### src/design/ssb_consts.svh
`ifndef SSB_CONSTS_SVH
`define SSB_CONSTS_SVH

// width of the interleaved I/Q drive word from the controller
`define SSB_DRIVE_W 18

// width of the held I and Q samples, one bit of headroom over the 16 kept drive bits
`define SSB_IQ_W 17

// width of the local oscillator cos and sin values
`define SSB_LO_W 18

// width of every word sent to a DAC
`define SSB_DAC_W 16

// number of mixing lanes, each one feeding its own DAC channel
`define SSB_N_LANES 2

// midpoint coefficient in units of 1/32768, about 0.5*sec(pi*16/101)
`define SSB_AB_COEFF 18646

`endif

### src/design/ssb_pkg.sv
`include "ssb_consts.svh"

package ssb_pkg;

	// held I or Q sample as seen by the mixers
	typedef logic signed [`SSB_IQ_W-1:0] iq_sample_t;

	// one local oscillator component, cos or sin
	typedef logic signed [`SSB_LO_W-1:0] lo_sample_t;

	// one two's-complement DAC word
	typedef logic signed [`SSB_DAC_W-1:0] dac_word_t;

	// the two words a lane hands to the DAC in one clock
	// w0 goes out on the sample, w1 is the interpolated midpoint after it
	typedef struct packed {
		dac_word_t w0;
		dac_word_t w1;
	} dac_pair_t;

endpackage

### src/design/iq_lo_if.sv
`timescale 1ns/1ns

// aligned baseband pair plus the LO that goes with it
// the values are refreshed every clock and carry no strobe
interface iq_lo_if;
	import ssb_pkg::*;

	// held I and Q, updated together once per I/Q frame
	iq_sample_t i_val;
	iq_sample_t q_val;

	// LO registered on the same edge as the pair
	lo_sample_t cos_val;
	lo_sample_t sin_val;

	// the de-interleaver owns every signal
	modport src (
		output i_val, q_val, cos_val, sin_val
	);

	// every lane only reads
	modport snk (
		input i_val, q_val, cos_val, sin_val
	);
endinterface

### src/design/iq_deinterleave.sv
`timescale 1ns/1ns
`include "ssb_consts.svh"

module iq_deinterleave (
	input  logic                          clk,
	input  logic                          i_rst,
	input  logic [1:0]                    i_div_state,
	input  logic signed [`SSB_DRIVE_W-1:0] i_drive,
	input  ssb_pkg::lo_sample_t           i_cosa,
	input  ssb_pkg::lo_sample_t           i_sina,
	iq_lo_if.src                          o_iq
);
	import ssb_pkg::*;

	// only the upper drive bits carry useful resolution
	localparam int lp_keep_w = 16;

	// bit 0 of the divider state is high on the I slot of the stream
	logic       is_i_phase;

	// drive word after truncation and sign extension
	iq_sample_t drive_ext;

	// I captured on its own slot, waiting for the matching Q
	iq_sample_t i_hold;

	assign is_i_phase = i_div_state[0];

	// keep the top bits and extend by one so the lane has headroom for ~I
	assign drive_ext = iq_sample_t'($signed(i_drive[`SSB_DRIVE_W-1 -: lp_keep_w]));

	always_ff @(posedge clk) begin
		if (i_rst) begin
			i_hold       <= '0;
			o_iq.i_val   <= '0;
			o_iq.q_val   <= '0;
			o_iq.cos_val <= '0;
			o_iq.sin_val <= '0;
		end else begin
			// the LO is retimed every clock so it lines up with the held pair
			o_iq.cos_val <= i_cosa;
			o_iq.sin_val <= i_sina;
			if (is_i_phase) begin
				// I alone is never published, the mixers keep the old pair
				i_hold <= drive_ext;
			end else begin
				// Q slot completes the frame, so I and Q change on the same edge
				o_iq.i_val <= i_hold;
				o_iq.q_val <= drive_ext;
			end
		end
	end

endmodule

### src/design/ssb_lane.sv
`timescale 1ns/1ns
`include "ssb_consts.svh"

module ssb_lane #(
	parameter int p_quadrature = 0
) (
	input  logic               clk,
	input  logic               i_rst,
	iq_lo_if.snk               i_iq,
	output ssb_pkg::dac_pair_t o_pair
);
	import ssb_pkg::*;

	// widths of the LO mixer path
	localparam int lp_prod_w = `SSB_IQ_W + `SSB_LO_W;
	localparam int lp_sum_w = lp_prod_w + 1;
	localparam int lp_mix_shift = 17;

	// widths of the midpoint path, the coefficient fits a 16 bit signed value
	localparam int lp_coeff_w = 16;
	localparam int lp_mid_sum_w = `SSB_DAC_W + 1;
	localparam int lp_mid_prod_w = lp_mid_sum_w + lp_coeff_w;
	localparam int lp_ab_shift = 15;

	// container wide enough for either path before saturation
	localparam int lp_wide_w = 48;

	localparam logic signed [lp_coeff_w-1:0] lp_coeff = `SSB_AB_COEFF;
	localparam logic signed [lp_sum_w-1:0] lp_mix_half = 1 <<< (lp_mix_shift - 1);
	localparam logic signed [lp_mid_prod_w-1:0] lp_ab_half = 1 <<< (lp_ab_shift - 1);
	localparam logic signed [lp_wide_w-1:0] lp_dac_max = 2 ** (`SSB_DAC_W - 1) - 1;
	localparam logic signed [lp_wide_w-1:0] lp_dac_min = -(2 ** (`SSB_DAC_W - 1));

	// clip a wide signed value into the DAC range
	function automatic dac_word_t sat_dac(input logic signed [lp_wide_w-1:0] v);
		dac_word_t r;
		if (v > lp_dac_max) begin
			r = dac_word_t'(lp_dac_max);
		end else if (v < lp_dac_min) begin
			r = dac_word_t'(lp_dac_min);
		end else begin
			r = dac_word_t'(v);
		end
		return r;
	endfunction

	iq_sample_t                      op_a;
	iq_sample_t                      op_b;
	logic signed [lp_prod_w-1:0]     p_cos;
	logic signed [lp_prod_w-1:0]     p_sin;
	logic signed [lp_sum_w-1:0]      mix_sum;
	logic signed [lp_sum_w-1:0]      mix_rnd;
	dac_word_t                       word_cur;
	dac_word_t                       word_prev;
	logic signed [lp_mid_sum_w-1:0]  mid_sum;
	logic signed [lp_mid_prod_w-1:0] mid_prod;
	logic signed [lp_mid_prod_w-1:0] mid_rnd;

	// the quadrature lane swaps in Q for I and ~I for Q, a 90 degree turn of the pair
	assign op_a = (p_quadrature != 0) ? i_iq.q_val : i_iq.i_val;
	assign op_b = (p_quadrature != 0) ? ~i_iq.i_val : i_iq.q_val;

	// sum of the two products, rounded half up on the 17 bit drop
	assign mix_sum = p_cos + p_sin;
	assign mix_rnd = (mix_sum + lp_mix_half) >>> lp_mix_shift;

	// midpoint between consecutive on-sample words, scaled to undo the sinc droop
	assign mid_sum = word_cur + word_prev;
	assign mid_prod = mid_sum * lp_coeff;
	assign mid_rnd = (mid_prod + lp_ab_half) >>> lp_ab_shift;

	always_ff @(posedge clk) begin
		if (i_rst) begin
			p_cos     <= '0;
			p_sin     <= '0;
			word_cur  <= '0;
			word_prev <= '0;
			o_pair    <= '0;
		end else begin
			// first stage holds the raw LO products
			p_cos <= op_a * i_iq.cos_val;
			p_sin <= op_b * i_iq.sin_val;
			// second stage is the saturated on-sample word
			word_cur  <= sat_dac(mix_rnd);
			word_prev <= word_cur;
			// DDR pair, the older word first and then the point halfway to the newer one
			o_pair.w0 <= word_prev;
			o_pair.w1 <= sat_dac(mid_rnd);
		end
	end

endmodule

### src/design/dac_ddr_out.sv
`timescale 1ns/1ns
`include "ssb_consts.svh"

module dac_ddr_out (
	input  logic               clk,
	input  logic               i_rst,
	input  logic               i_enable,
	input  ssb_pkg::dac_pair_t i_pairs [`SSB_N_LANES],
	output ssb_pkg::dac_pair_t o_pairs [`SSB_N_LANES]
);

	// enable is sampled on the same edge as the data it gates
	// so every channel turns on and off in the same clock
	always_ff @(posedge clk) begin
		if (i_rst) begin
			for (int n = 0; n < `SSB_N_LANES; n++) begin
				o_pairs[n] <= '0;
			end
		end else if (!i_enable) begin
			// a disabled output drives mid-scale, which is zero in two's complement
			for (int n = 0; n < `SSB_N_LANES; n++) begin
				o_pairs[n] <= '0;
			end
		end else begin
			// both DDR words of a lane move together toward the pins
			for (int n = 0; n < `SSB_N_LANES; n++) begin
				o_pairs[n] <= i_pairs[n];
			end
		end
	end

endmodule

### src/design/ssb_out.sv
`timescale 1ns/1ns
`include "ssb_consts.svh"

// two-channel SSB output for close-in RF hardware
// lane 0 drives DAC 1 with the in-phase mix, lane 1 drives DAC 2 with the quadrature mix
module ssb_out (
	input  logic                          clk,
	input  logic                          i_rst,
	input  logic [1:0]                    i_div_state,
	input  logic signed [`SSB_DRIVE_W-1:0] i_drive,
	input  logic                          i_enable,
	input  ssb_pkg::lo_sample_t           i_cosa,
	input  ssb_pkg::lo_sample_t           i_sina,
	output logic signed [`SSB_DAC_W-1:0]   o_dac1_out0,
	output logic signed [`SSB_DAC_W-1:0]   o_dac1_out1,
	output logic signed [`SSB_DAC_W-1:0]   o_dac2_out0,
	output logic signed [`SSB_DAC_W-1:0]   o_dac2_out1
);
	import ssb_pkg::*;

	// aligned pair and LO shared by every lane
	iq_lo_if iq_bus ();

	// pairs straight out of the lanes, then after gating and retiming
	dac_pair_t lane_pairs [`SSB_N_LANES];
	dac_pair_t dac_pairs [`SSB_N_LANES];

	// half-rate interleaved drive becomes a held full-rate pair
	iq_deinterleave u_deinterleave (
		.clk         (clk),
		.i_rst       (i_rst),
		.i_div_state (i_div_state),
		.i_drive     (i_drive),
		.i_cosa      (i_cosa),
		.i_sina      (i_sina),
		.o_iq        (iq_bus.src)
	);

	// the lane index selects the in-phase or the quadrature operand set
	for (genvar g = 0; g < `SSB_N_LANES; g++) begin : g_lane
		ssb_lane #(
			.p_quadrature (g)
		) u_lane (
			.clk    (clk),
			.i_rst  (i_rst),
			.i_iq   (iq_bus.snk),
			.o_pair (lane_pairs[g])
		);
	end

	dac_ddr_out u_drain (
		.clk      (clk),
		.i_rst    (i_rst),
		.i_enable (i_enable),
		.i_pairs  (lane_pairs),
		.o_pairs  (dac_pairs)
	);

	// out0 is the on-sample word and out1 the midpoint for each DAC
	assign o_dac1_out0 = dac_pairs[0].w0;
	assign o_dac1_out1 = dac_pairs[0].w1;
	assign o_dac2_out0 = dac_pairs[1].w0;
	assign o_dac2_out1 = dac_pairs[1].w1;

endmodule

### config.mk
export PLATFORM = sky130hd
export DESIGN_NAME = ssb_out
export DESIGN_NICKNAME = d
export VERILOG_FILES = /design/src/design/ssb_pkg.sv /design/src/design/iq_lo_if.sv /design/src/design/iq_deinterleave.sv /design/src/design/ssb_lane.sv /design/src/design/dac_ddr_out.sv /design/src/design/ssb_out.sv
export VERILOG_INCLUDE_DIRS = /design/src /design/src/design
export SDC_FILE = /design/constraint.sdc
export NUM_CORES = 2
export LEC_CHECK = 0
export ABC_AREA = 1
export BUFFER_PORTS_ARGS = -buffer_cell sky130_fd_sc_hd__buf_2
export CAP_MARGIN = 20
export CORE_MARGIN = 10
export CORE_UTILIZATION = 65
export DETAILED_ROUTE_END_ITERATION = 6
export PLACE_DENSITY_LB_ADDON = 0.08
export SETUP_SLACK_MARGIN = 0.1
export SLEW_MARGIN = 0
export SYNTH_ARGS = -nofsm -noshare
export SYNTH_HDL_FRONTEND = slang
export SYNTH_SLANG_ARGS = --single-unit
### constraint.sdc
create_clock -name clk -period 11.02 [get_ports clk]
set_clock_uncertainty 0.15 [all_clocks]
set_input_delay 0.551 -clock clk [delete_from_list [all_inputs] [get_ports clk]]
set_output_delay 0.551 -clock clk [all_outputs]
set_load 0.05 [all_outputs]
==> metrics.txt <==
FMAX 112.3 MHz; WP data required 11.43 ns; Post-Synth XOR/XNOR Area 2.366%; clk buf depth 3; FF-to-FF path depth 34; CP Launch Point g_lane[1].u_lane.word_prev[0]; worst min-delay path category in -> reg; drt first-iter violations 4857; # diodes 0; FF+latch count, synth 413; CP endpoint kind flip-flop; post-synthesis compound-gate area fraction 6.230%; Die W 356.5 um; FF-to-FF End g_lane[1].u_lane.o_pair[2]; DR WL/cell 17.04 um; busiest layer in global routing met2; final setup violation count 0; status finished, final reports clean; Overflow after GRT 0; crit-path max FO 21; setup TNS after final layout 0 ns; minimum period implied by the final worst setup slack 8.907 ns; Port Buf Inserts 119; Final GP Congestion 0.9248; final hold slack 0.02912 ns; Yosys top cell area share 36.01%; sequential area share after synthesis 11.23%; met3 Track Usage GR 4.651%; largest net degree at the start of global routing 88; Pre-antenna DRT Iters 6; Worst-path clk slew 0.06 ns; Final period util 80.83%; Via density 5.345; RR Startpoint g_lane[1].u_lane.word_prev[0]; slew at the pin closest to its max-slew limit 1.060 ns; via count 58850; DPL Wire Length 151500 um; Area contributors post-synth fa_1 (36%), inv_1 (13%), ha_1 (12%), dfxtp_1 (11%), nand2_1 (10%); Initial Util 65.43%; vias in the first global route 60150; end point of the critical path g_lane[1].u_lane.o_pair[2]; Slowest cell on crit path inv_1; share of layout cells above drive strength 1 4.301%; largest family of logic cells by synthesized area adder cells; Adder-Cell Fraction of Synth Area 48.16%; DIE HEIGHT 356.5 um; unrepaired setup endpoints after global routing false; Nets 11570; prevailing post-synth register cell dfxtp_1; Synth Area per Inst 7.759 um2; CTS Sinks 413; initial antenna violation count 8; CP max stage delay 0.64 ns; Post-Syn Instances 9487; Top cell by count, worst path nand2_1; post-synth top area cell fa_1; warnings from Yosys 0; clk_lat worst skew 0.63 ns; critical path class reg -> reg; CTS tree built; final-report hold violation count 0; met2 usage 48.56%; R2R Setup Slk 2.11 ns; Max-Cap Viols 0; I/O pin count 123; CTS H-tree lvls 2; FFs w/ async S/R, synth 0%; post-synthesis simple-gate area fraction 17.39%; first-pass GRT wire length 310700 um; Cell Rows 123; most numerous cell in the Yosys netlist inv_1; multiplexer area fraction after synthesis 0.02890%; CP arrival 9.32 ns; Die Area 127100 um2; Final Max Slew Viols 0; final wirelength 187600 um; Num CTS Buffers 48; Slew headroom 29.25%; syn_nets 11590; antenna-violating nets left 0; CORE AREA 112500 um2; clk root buf clkbuf_16; Post-Synthesis Cell Area 73610 um2; Overall Global Routing Usage 30.34%; Synth-to-Final Area Change 5.455%; crit start category flip-flop; Post-synth top cells inv_1 (2527), nand2_1 (2046), fa_1 (1324); post-synth cell types 62; Post-synth EDFFs 0; GR Layer Usage met1 42.17%; drc violations 0
## per-layer routing
layer,vias to the layer above,part of all wire [%],wire [um]
met5,-,0.029,54
met4,8,3.8,7066
met3,337,8.1,15280
met2,2154,45,85050
met1,28550,43,80160
li1,27800,-,-
## flip-flops by register name (all words and copies together) (netlist names)
name	count
g_lane.u_lane.o_pair	64
u_deinterleave.o_iq.cos_val	18
u_deinterleave.i_hold	16
g_lane.u_lane.p_cos	68
u_deinterleave.o_iq.q_val	16
g_lane.u_lane.p_sin	69
g_lane.u_lane.word_prev	32
g_lane.u_lane.word_cur	32
u_deinterleave.o_iq.i_val	16
u_deinterleave.o_iq.sin_val	18
u_drain.o_pairs	64
## worst min-delay path by stage
stage | start | to | slack, ns | cells after the start
2_1_floorplan | g_lane[1].u_lane.o_pair[0] | u_drain.o_pairs[0] | 0.24 | 2
3_3_place_gp | g_lane[0].u_lane.o_pair[26] | u_drain.o_pairs[58] | 0.24 | 2
3_5_place_dp | g_lane[1].u_lane.o_pair[23] | u_drain.o_pairs[23] | 0.25 | 2
4_1_cts | i_drive[15] | u_deinterleave.i_hold[13] | 0.0007 | 3
5_1_grt | i_sina[1] | u_deinterleave.o_iq.sin_val[1] | 0.003 | 3
6_report | i_drive[17] | u_deinterleave.i_hold[15] | 0.03 | 3
## cell type report
type                            count  area [um2]
Sequential cell                   413        8273
Inverter                         2552        9582
Timing Repair Buffer              230        1528
Multi-Input combinational cell   6228       54600
Clock buffer                       60        1308
Tap cell                         1500        1877
Clock inverter                     26       450.4
Fill cell                        9531       34880
## critical path, delay by kind of cell, from the launching register on
kind / cells / cell delay [ns]
buf+inv: 6 / 0.90
simple gates: 17 / 3.02
flops: 1 / 0.33
compound gates: 1 / 0.51
fa+ha+maj: 9 / 3.75
xor+xnor: 1 / 0.16
## metrics by stage
stage	util, %	area, um2	setup WS (ns)	std cells
floorplan	-	73610	3.511	9487
global placement	67.11	75500	2.191	10890
detailed placement	67.11	75500	2.079	10890
CTS	69.00	77620	2.050	11010
global route	69.00	77620	1.397	11010
finish	69.00	77620	2.113	11010
## what timing repair did
item	CTS	global route
buffers inserted	0	0
setup endpoints to repair	0	0
endpoints found under the hold margin	38	0
hold buffers	36	0
resized for setup	0	0
## layout by cell type, fill, tap and decap left out, types with 82 or more instances in the layout
cell | netlist | layout
xnor2_1 | 82 | 82
nor2_1 | 678 | 678
xor2_1 | 115 | 115
fa_1 | 1324 | 1324
inv_1 | 2527 | 2527
buf_2 | 4 | 118
nand3_1 | 192 | 192
a21oi_1 | 445 | 445
ha_1 | 715 | 715
dfxtp_1 | 413 | 409
o21ai_0 | 202 | 202
nand2_1 | 2046 | 2045
## kinds of logic (layout without fill, tap and decap cells)
group,Yosys count,count (layout)
adder cells (fa/ha/maj),2039,2039
AND/OR/NAND/NOR,3162,3162
flip-flops,413,413
multiplexers,2,2
buffers and inverters,2846,2868
AO/OA/AOI/OAI,827,827
XOR/XNOR,198,198
Power is left out: the tool's default activity adds up to more than one toggle a clock period on the data nets, which glitch-free logic cannot reach.
